--- config.mk ---
export PLATFORM = sky130hd
export DESIGN_NAME = eeprom_master_top
export DESIGN_NICKNAME = d
export VERILOG_FILES = /design/src/eeprom_pkg.sv /design/src/eeprom_cmd_regs.sv /design/src/eeprom_bit_engine.sv /design/src/eeprom_sequencer.sv /design/src/eeprom_master_top.sv
export SDC_FILE = /design/constraint.sdc
export NUM_CORES = 1
export LEC_CHECK = 0
export BUFFER_PORTS_ARGS = -buffer_cell sky130_fd_sc_hd__clkbuf_2
export CORE_ASPECT_RATIO = 0.5
export CORE_MARGIN = 2
export CORE_UTILIZATION = 40
export DETAILED_ROUTE_END_ITERATION = 16
export GPL_TIMING_DRIVEN = 0
export PLACE_DENSITY_LB_ADDON = 0.12
export SLEW_MARGIN = 40
export SYNTH_ARGS = -nofsm -noshare
export SYNTH_HDL_FRONTEND = slang
export SYNTH_SLANG_ARGS = --single-unit
--- constraint.sdc ---
create_clock -name CLK -period 3.3 [get_ports CLK]
set_clock_uncertainty 0.1 [all_clocks]
set_input_delay 0.165 -clock CLK [delete_from_list [all_inputs] [get_ports CLK]]
set_output_delay 0.165 -clock CLK [all_outputs]
set_load 0.05 [all_outputs]
--- src/eeprom_pkg.sv ---
package eeprom_pkg;

    // word address width of a 2K x 8 part
    localparam int ADDR_W = 11;

    // device type code in the top nibble of the control byte
    localparam logic [3:0] DEVICE_CODE = 4'b1010;

    // operations the bit engine knows
    typedef enum logic [2:0] {
        op_start,
        op_stop,
        op_write_byte,
        op_read_byte
    } bus_op_e;

    typedef struct packed {
        logic [3:0] dev;    // device code
        logic [2:0] block;  // upper address bits
        logic       rw;     // 1 = read
    } ctrl_fields_t;

    // control byte filled by field and shifted out as a plain byte
    typedef union packed {
        ctrl_fields_t f;
        logic [7:0]   raw;
    } ctrl_byte_u;

endpackage

--- src/eeprom_cmd_regs.sv ---
`timescale 1ns/1ps

module eeprom_cmd_regs #(
    parameter int BLOCK_BITS = 3
) (
    input  logic                          CLK,
    input  logic                          RESET,
    input  logic                          wr,
    input  logic                          rd,
    input  logic [eeprom_pkg::ADDR_W-1:0] addr,
    input  logic [7:0]                    wdata,
    input  logic                          busy,
    input  logic                          done,
    input  logic                          nack_seen,
    input  logic [7:0]                    rx_byte,
    input  logic                          rx_valid,
    output logic                          start_write,
    output logic                          start_read,
    output logic [eeprom_pkg::ADDR_W-1:0] cmd_addr,
    output logic [7:0]                    cmd_wdata,
    output logic [7:0]                    rdata,
    output logic                          ack,
    output logic                          nack_err
);

    localparam int AW = eeprom_pkg::ADDR_W;

    // keep only the word address and the block bits the part decodes
    localparam logic [AW-1:0] ADDR_MASK = AW'((32'd1 << (8 + BLOCK_BITS)) - 32'd1);

    logic hold;
    logic take_wr;
    logic take_rd;

    // the start pulse covers the cycle before busy rises
    assign hold    = busy || start_write || start_read;
    assign take_wr = wr && !hold;
    assign take_rd = rd && !wr && !hold;    // wr wins a tie

    always_ff @(posedge CLK)
    begin
        if (RESET)
        begin
            start_write <= 1'b0;
            start_read  <= 1'b0;
            ack         <= 1'b0;
            nack_err    <= 1'b0;
            rdata       <= 8'h00;
        end
        else
        begin
            start_write <= take_wr;
            start_read  <= take_rd;
            ack         <= done;
            if (take_wr || take_rd)
                nack_err <= 1'b0;
            else if (done && nack_seen)
                nack_err <= 1'b1;
            if (rx_valid)
                rdata <= rx_byte;   // untouched on a nacked read
        end
    end

    always_ff @(posedge CLK)
    begin
        if (take_wr || take_rd)
        begin
            cmd_addr  <= addr & ADDR_MASK;
            cmd_wdata <= wdata;
        end
    end

endmodule

--- src/eeprom_bit_engine.sv ---
`timescale 1ns/1ps

module eeprom_bit_engine (
    input  logic                CLK,
    input  logic                RESET,
    input  logic                op_valid,
    input  eeprom_pkg::bus_op_e op,
    input  logic [7:0]          tx_byte,
    input  logic                last_read,
    input  logic                sda_in,
    output logic                op_done,
    output logic                ack_in,
    output logic [7:0]          rx_data,
    output logic                scl,
    output logic                sda_drive_low
);

    logic                active;
    logic [4:0]          step;          // cycle of the current op with the scl phase in bit 0
    logic [4:0]          nxt;
    logic [4:0]          last_step;
    eeprom_pkg::bus_op_e op_r;
    logic                last_read_r;
    logic [7:0]          shreg;         // tx bits leave at the top and rx bits enter at the bottom
    logic                is_byte;
    logic                advance;
    logic                rise;
    logic                fall;
    logic                data_bit;

    assign is_byte   = (op_r == eeprom_pkg::op_write_byte) || (op_r == eeprom_pkg::op_read_byte);
    assign last_step = is_byte ? 5'd17 : 5'd3;
    assign nxt       = step + 5'd1;
    assign advance   = active && (step != last_step);
    assign rise      = advance && is_byte && nxt[0];
    assign fall      = advance && is_byte && !nxt[0];
    assign data_bit  = (nxt[4:1] != 4'd8);     // bit 8 is the acknowledge slot
    assign rx_data   = shreg;

    always_ff @(posedge CLK)
    begin
        if (RESET)
        begin
            active        <= 1'b0;
            step          <= 5'd0;
            op_r          <= eeprom_pkg::op_start;
            last_read_r   <= 1'b0;
            op_done       <= 1'b0;
            ack_in        <= 1'b0;
            scl           <= 1'b1;
            sda_drive_low <= 1'b0;
        end
        else
        begin
            op_done <= 1'b0;
            if (!active)
            begin
                if (op_valid)
                begin
                    active      <= 1'b1;
                    step        <= 5'd0;
                    op_r        <= op;
                    last_read_r <= last_read;
                    scl         <= 1'b0;
                    case (op)
                        eeprom_pkg::op_stop:       sda_drive_low <= 1'b1;
                        eeprom_pkg::op_write_byte: sda_drive_low <= ~tx_byte[7];
                        default:                   sda_drive_low <= 1'b0;
                    endcase
                end
            end
            else if (!advance)
            begin
                active  <= 1'b0;    // scl is already high here
                op_done <= 1'b1;
            end
            else
            begin
                step <= nxt;
                if (is_byte)
                begin
                    scl <= nxt[0];
                    if (fall)
                    begin
                        if (!data_bit)
                        begin
                            // master ack on a read and release on a write
                            if (op_r == eeprom_pkg::op_read_byte)
                                sda_drive_low <= ~last_read_r;
                            else
                                sda_drive_low <= 1'b0;
                        end
                        else if (op_r == eeprom_pkg::op_write_byte)
                        begin
                            sda_drive_low <= ~shreg[7];
                        end
                    end
                    else if (rise && !data_bit && op_r == eeprom_pkg::op_write_byte)
                    begin
                        ack_in <= ~sda_in;      // slave pulls low to ack
                    end
                end
                else
                begin
                    // scl held high while sda moves in the middle
                    scl <= 1'b1;
                    if (op_r == eeprom_pkg::op_start)
                        sda_drive_low <= (nxt >= 5'd2);
                    else
                        sda_drive_low <= (nxt <= 5'd1);
                end
            end
        end
    end

    always_ff @(posedge CLK)
    begin
        if (!active && op_valid)
            shreg <= tx_byte;
        else if (rise && data_bit)
            shreg <= {shreg[6:0], sda_in};  // sample on rising scl
    end

endmodule

--- src/eeprom_sequencer.sv ---
`timescale 1ns/1ps

module eeprom_sequencer #(
    parameter int BLOCK_BITS = 3
) (
    input  logic                          CLK,
    input  logic                          RESET,
    input  logic                          start_write,
    input  logic                          start_read,
    input  logic [eeprom_pkg::ADDR_W-1:0] cmd_addr,
    input  logic [7:0]                    cmd_wdata,
    input  logic                          op_done,
    input  logic                          ack_in,
    input  logic [7:0]                    rx_data,
    output logic                          busy,
    output logic                          done,
    output logic                          nack_seen,
    output logic [7:0]                    rx_byte,
    output logic                          rx_valid,
    output logic                          op_valid,
    output eeprom_pkg::bus_op_e           op,
    output logic [7:0]                    tx_byte,
    output logic                          last_read
);

    localparam int S_IDLE    = 0;
    localparam int S_START   = 1;
    localparam int S_CTRL_W  = 2;
    localparam int S_ADDR    = 3;
    localparam int S_DATA_W  = 4;
    localparam int S_RESTART = 5;
    localparam int S_CTRL_R  = 6;
    localparam int S_DATA_R  = 7;
    localparam int S_STOP    = 8;
    localparam int S_DONE    = 9;
    localparam int NS        = 10;

    localparam logic [NS-1:0] ONE = NS'(1);

    logic [NS-1:0]          state;
    logic [NS-1:0]          state_n;
    logic                   rd_mode;
    logic                   byte_out;
    logic                   enter;
    eeprom_pkg::ctrl_byte_u ctrl;
    eeprom_pkg::bus_op_e    op_n;
    logic [7:0]             tx_n;

    assign busy     = ~state[S_IDLE];
    assign done     = state[S_DONE];
    assign byte_out = state[S_CTRL_W] | state[S_ADDR] | state[S_DATA_W] | state[S_CTRL_R];
    assign enter    = (state_n != state) && !state_n[S_IDLE] && !state_n[S_DONE];

    always_comb
    begin
        state_n = state;
        case (1'b1)
            state[S_IDLE]:    if (start_write || start_read) state_n = ONE << S_START;
            state[S_START]:   if (op_done) state_n = ONE << S_CTRL_W;
            state[S_CTRL_W]:  if (op_done) state_n = ack_in ? (ONE << S_ADDR) : (ONE << S_STOP);
            state[S_ADDR]:
            begin
                if (op_done && !ack_in)
                    state_n = ONE << S_STOP;
                else if (op_done)
                    state_n = rd_mode ? (ONE << S_RESTART) : (ONE << S_DATA_W);
            end
            state[S_DATA_W]:  if (op_done) state_n = ONE << S_STOP;
            state[S_RESTART]: if (op_done) state_n = ONE << S_CTRL_R;
            state[S_CTRL_R]:  if (op_done) state_n = ack_in ? (ONE << S_DATA_R) : (ONE << S_STOP);
            state[S_DATA_R]:  if (op_done) state_n = ONE << S_STOP;
            state[S_STOP]:    if (op_done) state_n = ONE << S_DONE;
            default:          state_n = ONE << S_IDLE;
        endcase
    end

    always_comb
    begin
        ctrl.f.dev   = eeprom_pkg::DEVICE_CODE;
        ctrl.f.block = 3'(cmd_addr[8 +: BLOCK_BITS]);
        ctrl.f.rw    = state_n[S_CTRL_R];   // read bit only after the restart

        op_n = eeprom_pkg::op_write_byte;
        if (state_n[S_START] || state_n[S_RESTART])
            op_n = eeprom_pkg::op_start;
        else if (state_n[S_STOP])
            op_n = eeprom_pkg::op_stop;
        else if (state_n[S_DATA_R])
            op_n = eeprom_pkg::op_read_byte;

        tx_n = 8'h00;
        if (state_n[S_CTRL_W] || state_n[S_CTRL_R])
            tx_n = ctrl.raw;
        else if (state_n[S_ADDR])
            tx_n = cmd_addr[7:0];
        else if (state_n[S_DATA_W])
            tx_n = cmd_wdata;
    end

    always_ff @(posedge CLK)
    begin
        if (RESET)
        begin
            state     <= ONE << S_IDLE;
            rd_mode   <= 1'b0;
            nack_seen <= 1'b0;
            rx_valid  <= 1'b0;
            op_valid  <= 1'b0;
            op        <= eeprom_pkg::op_start;
            last_read <= 1'b0;
        end
        else
        begin
            state    <= state_n;
            op_valid <= 1'b0;
            rx_valid <= 1'b0;
            if (state[S_IDLE] && (start_write || start_read))
            begin
                rd_mode   <= start_read;
                nack_seen <= 1'b0;
            end
            if (op_done && byte_out && !ack_in)
                nack_seen <= 1'b1;
            if (op_done && state[S_DATA_R])
                rx_valid <= 1'b1;
            if (enter)
            begin
                op_valid  <= 1'b1;      // one op per state entry
                op        <= op_n;
                last_read <= state_n[S_DATA_R];
            end
        end
    end

    always_ff @(posedge CLK)
    begin
        if (op_done && state[S_DATA_R])
            rx_byte <= rx_data;
        if (enter)
            tx_byte <= tx_n;
    end

endmodule

--- src/eeprom_master_top.sv ---
`timescale 1ns/1ps

module eeprom_master_top #(
    parameter int BLOCK_BITS = 3
) (
    input  logic                          CLK,
    input  logic                          RESET,
    input  logic                          wr,
    input  logic                          rd,
    input  logic [eeprom_pkg::ADDR_W-1:0] addr,
    input  logic [7:0]                    wdata,
    input  logic                          sda_in,
    output logic [7:0]                    rdata,
    output logic                          ack,
    output logic                          busy,
    output logic                          nack_err,
    output logic                          scl,
    output logic                          sda_drive_low
);

    logic                          start_write;
    logic                          start_read;
    logic [eeprom_pkg::ADDR_W-1:0] cmd_addr;
    logic [7:0]                    cmd_wdata;
    logic                          done;
    logic                          nack_seen;
    logic [7:0]                    rx_byte;
    logic                          rx_valid;
    logic                          op_valid;
    eeprom_pkg::bus_op_e           op;
    logic [7:0]                    tx_byte;
    logic                          last_read;
    logic                          op_done;
    logic                          ack_in;
    logic [7:0]                    rx_data;

    eeprom_cmd_regs #(
        .BLOCK_BITS (BLOCK_BITS)
    ) u_regs (
        .CLK         (CLK),
        .RESET       (RESET),
        .wr          (wr),
        .rd          (rd),
        .addr        (addr),
        .wdata       (wdata),
        .busy        (busy),
        .done        (done),
        .nack_seen   (nack_seen),
        .rx_byte     (rx_byte),
        .rx_valid    (rx_valid),
        .start_write (start_write),
        .start_read  (start_read),
        .cmd_addr    (cmd_addr),
        .cmd_wdata   (cmd_wdata),
        .rdata       (rdata),
        .ack         (ack),
        .nack_err    (nack_err)
    );

    eeprom_sequencer #(
        .BLOCK_BITS (BLOCK_BITS)
    ) u_seq (
        .CLK         (CLK),
        .RESET       (RESET),
        .start_write (start_write),
        .start_read  (start_read),
        .cmd_addr    (cmd_addr),
        .cmd_wdata   (cmd_wdata),
        .op_done     (op_done),
        .ack_in      (ack_in),
        .rx_data     (rx_data),
        .busy        (busy),
        .done        (done),
        .nack_seen   (nack_seen),
        .rx_byte     (rx_byte),
        .rx_valid    (rx_valid),
        .op_valid    (op_valid),
        .op          (op),
        .tx_byte     (tx_byte),
        .last_read   (last_read)
    );

    eeprom_bit_engine u_bits (
        .CLK           (CLK),
        .RESET         (RESET),
        .op_valid      (op_valid),
        .op            (op),
        .tx_byte       (tx_byte),
        .last_read     (last_read),
        .sda_in        (sda_in),
        .op_done       (op_done),
        .ack_in        (ack_in),
        .rx_data       (rx_data),
        .scl           (scl),
        .sda_drive_low (sda_drive_low)
    );

endmodule

==> results.sh <==
export IMPL_run_status="finished clean"
export IMPL_grt_start_max_net_pins=21
export IMPL_worst_setup_path_end_kind="flop"
export IMPL_layout_cells_most_common_list="edfxtp_1 (43), dfxtp_1 (42), nor2_1 (40), nand2_1 (40), clkbuf_2 (35)"
export IMPL_number_of_standard_cells_after_synthesis=348
export IMPL_antenna_found_initial=0
export IMPL_ys_seq_area_share_pct=57.53
export IMPL_area_growth_from_synthesis_to_final_layout_pct=22.52
export IMPL_clock_sink_count=85
export IMPL_slew_limit_headroom_pct=47.83
export IMPL_io_pins=37
export IMPL_synth_seq_cells=85
export IMPL_net_switching_power_mw=0.5774
export IMPL_cts_max_path_buffers=2
export IMPL_tritoncts="built"
export IMPL_fmax_mhz=357.1
export IMPL_power_switching_share_pct=24.46
export IMPL_setup_repair_after_global_routing_missed_its_margin="no"
export IMPL_postSynth_topFlopCell="edfxtp_1"
export IMPL_max_vdd_ir_drop_uv=319.4
export IMPL_cap_viol_max_count=0
export IMPL_route_detailed_drc=0
export IMPL_h_tree_depth=3
export IMPL_wirelength_um=8170
export IMPL_timing_critical_path_from_type="flop"
export IMPL_per_cell_via_count_in_the_routed_design=5.277
export IMPL_setup_tns_ns=0
export IMPL_clk_latency_ns=0.34
export IMPL_place_congestion=0.8901
export IMPL_p_per_area_nw_per_um2=519.8
export IMPL_clk_root_buffer_cell="clkbuf_16"
export IMPL_final_cycle_share_pct=84.85
export IMPL_power_leakage_nw=1.697
export IMPL_cp_required_ns=3.29
export IMPL_first_global_vias=2665
export IMPL_die_h_um=72.07
export IMPL_layout_cells_most_common="edfxtp_1"
export IMPL_comb_power_share_pct=8.8
export IMPL_wl_per_cell_um=15.19
export IMPL_chipWidth_um=140.1
export IMPL_synth_enable_flop_cells=43
export IMPL_start_util_pct=41.84
export IMPL_worst_margin_slew_ns=0.7784
export IMPL_detailedRoute_firstPassIterationCount=7
export IMPL_core_area_sq_um=8859
export IMPL_synth_async_sr_flop_share_pct=0
export IMPL_nets=445
export IMPL_placedInstanceArea_sq_um=4035
export IMPL_route_vias_total=2839
export IMPL_n_antenna_cell=0
export IMPL_place_detailed_hpwl_um=5806
export IMPL_setup_worst_path_class="flop to flop"
export IMPL_track_usage_pct=17.39
export IMPL_wire_length_of_the_first_global_routing_pass_um=13390
export IMPL_setup_violations_final=0
export IMPL_port_buffers=35
export IMPL_worstPathArrival_ns=2.79
export IMPL_final_core_utilization_pct=51.26
export IMPL_min_path_type="input pin to flop"
export IMPL_final_antenna_net_count=0
export IMPL_global_route_total_overflow=0
export IMPL_core_rowCount=24
export IMPL_final_cell_area_sq_um=4541
export IMPL_period_minus_slack_ns=2.800
export IMPL_yosysUniqueCellTypes=58
export IMPL_cts_bufs_inserted=9
export IMPL_synth_warnings=0
export IMPL_layout_drive_gt1_share_pct=16.39
export IMPL_drt_first_iter_violations=195
export IMPL_cts_clk_slew_worst_paths_ns=0.07
export IMPL_syn_area_sq_um=3706
export IMPL_synthesis_nets=377
export IMPL_clkPwrFrac_pct=40.9
export IMPL_power_internal_mw=1.783
export IMPL_p_total_mw=2.360
export IMPL_pwr_share_seq_pct=50.3
export IMPL_final_max_slew_viol_count=0
export IMPL_cp_max_fo=10
export IMPL_final_report_hold_violation_count=0
export IMPL_die_area_sq_um=10100
export IMPL_cts_repair_resized=0
export IMPL_syn_avg_cell_area_sq_um=10.65
export IMPL_post_cts_setup_buffers=0
-- power groups by stage --
stage | Sequential, mW | Combinational [mW] | Clock, mW
floorplan | 1.21 | 0.121 | 0
global placement | 1.21 | 0.180 | 0
detailed placement | 1.21 | 0.186 | 0
CTS | 1.19 | 0.207 | 0.988
global route | 1.19 | 0.229 | 1.03
finish | 1.19 | 0.207 | 0.966
-- synthesized netlist by cell type, types with 3 or more instances --
library cell,n,share of area (%)
nand2_1,40,4.1
o21ai_0,8,1.1
a22o_1,4,0.95
o21a_1,3,0.61
nor4_1,4,0.68
mux2i_1,11,3.0
nand3_1,5,0.68
nor3_1,10,1.4
edfxtp_1,43,35
mux2_2,3,0.91
nor3b_1,3,0.61
inv_1,12,1.2
a21o_1,3,0.61
a22oi_1,6,1.2
ha_1,5,1.7
nand2b_1,6,1.0
nand4b_1,3,0.71
a21oi_1,24,3.2
nor2b_1,8,1.4
clkbuf_1,12,1.2
nor2_1,41,4.2
dfxtp_1,42,23
-- critical path: stages (launching register included) --
cell     delay [ns]
dfxtp_1        0.33
buf_4          0.16
inv_1          0.13
nor3_2         0.66
a22o_1         0.24
buf_2          0.21
nor2_1         0.18
a22o_1         0.26
mux2_2         0.26
-- layer usage --
layer	track usage [%]	vias to the layer above	part of all wire [%]
li1	-	1407	-
met1	23.50	1339	51
met2	26.22	86	42
met3	6.733	7	5.9
met4	5.275	0	1.2
met5	0	-	0
-- final cells by class --
| class | instances | area [sq um] |
|---|---|---|
| Buffer | 18 | 81.33 |
| Fill cell | 802 | 4318 |
| Multi-Input combinational cell | 232 | 1451 |
| Timing Repair Buffer | 57 | 395.4 |
| Clock buffer | 11 | 242.7 |
| Tap cell | 117 | 146.4 |
| Sequential cell | 85 | 2132 |
| Inverter | 13 | 48.80 |
| Clock inverter | 5 | 42.54 |
-- stage by stage --
step	std cells	hold slack [ns]	setup WS (ns)
after detailed placement	500	0.2436	0.5314
after global placement	500	0.2436	0.5100
after CTS	538	0.1025	0.5172
after floorplan	348	0.1417	0.8424
after global routing	538	0.1396	0.3461
final	538	0.1087	0.5000
-- state kept, by name, indices dropped and copies added, names as in the netlist, 2 cells and up --
| signal | count |
|---|---|
| u_seq.rx_byte | 8 |
| u_bits.rx_data | 8 |
| u_seq.op | 2 |
| u_regs.rdata | 8 |
| u_seq.tx_byte | 8 |
| u_bits.step | 5 |
| u_regs.cmd_wdata | 8 |
| u_regs.cmd_addr | 11 |
| u_seq.state | 10 |
| u_bits.op_r | 2 |
-- final timing paths --
kind / from / end / slack (ns) / cells after the start
worst max-delay path: u_seq.state[0] / u_seq.tx_byte[2] / 0.50 / 8
worst min register to register: u_bits.rx_data[3] / u_seq.rx_byte[3] / 0.35 / 0
worst min-delay path: RESET / u_seq.state[7] / 0.11 / 2
worst max register to register: u_seq.state[0] / u_seq.tx_byte[2] / 0.50 / 8
-- cell families (layout without fill, tap and decap cells) --
group | Yosys count | after routing | share of synthesized area [%]
AO/OA/AOI/OAI | 71 | 71 | 13.07
flip-flops | 85 | 85 | 57.53
buffers and inverters | 31 | 104 | 3.511
AND/OR/NAND/NOR | 140 | 140 | 19.51
multiplexers | 16 | 16 | 4.693
adder cells (fa/ha/maj) | 5 | 5 | 1.688
-- repair_timing --
item                       in CTS  in global routing
hold buffers                   22                  0
hold endpoints to repair       22                  0
setup endpoints to repair       0                  0
No activity file was read; power rests on OpenSTA's default activity.
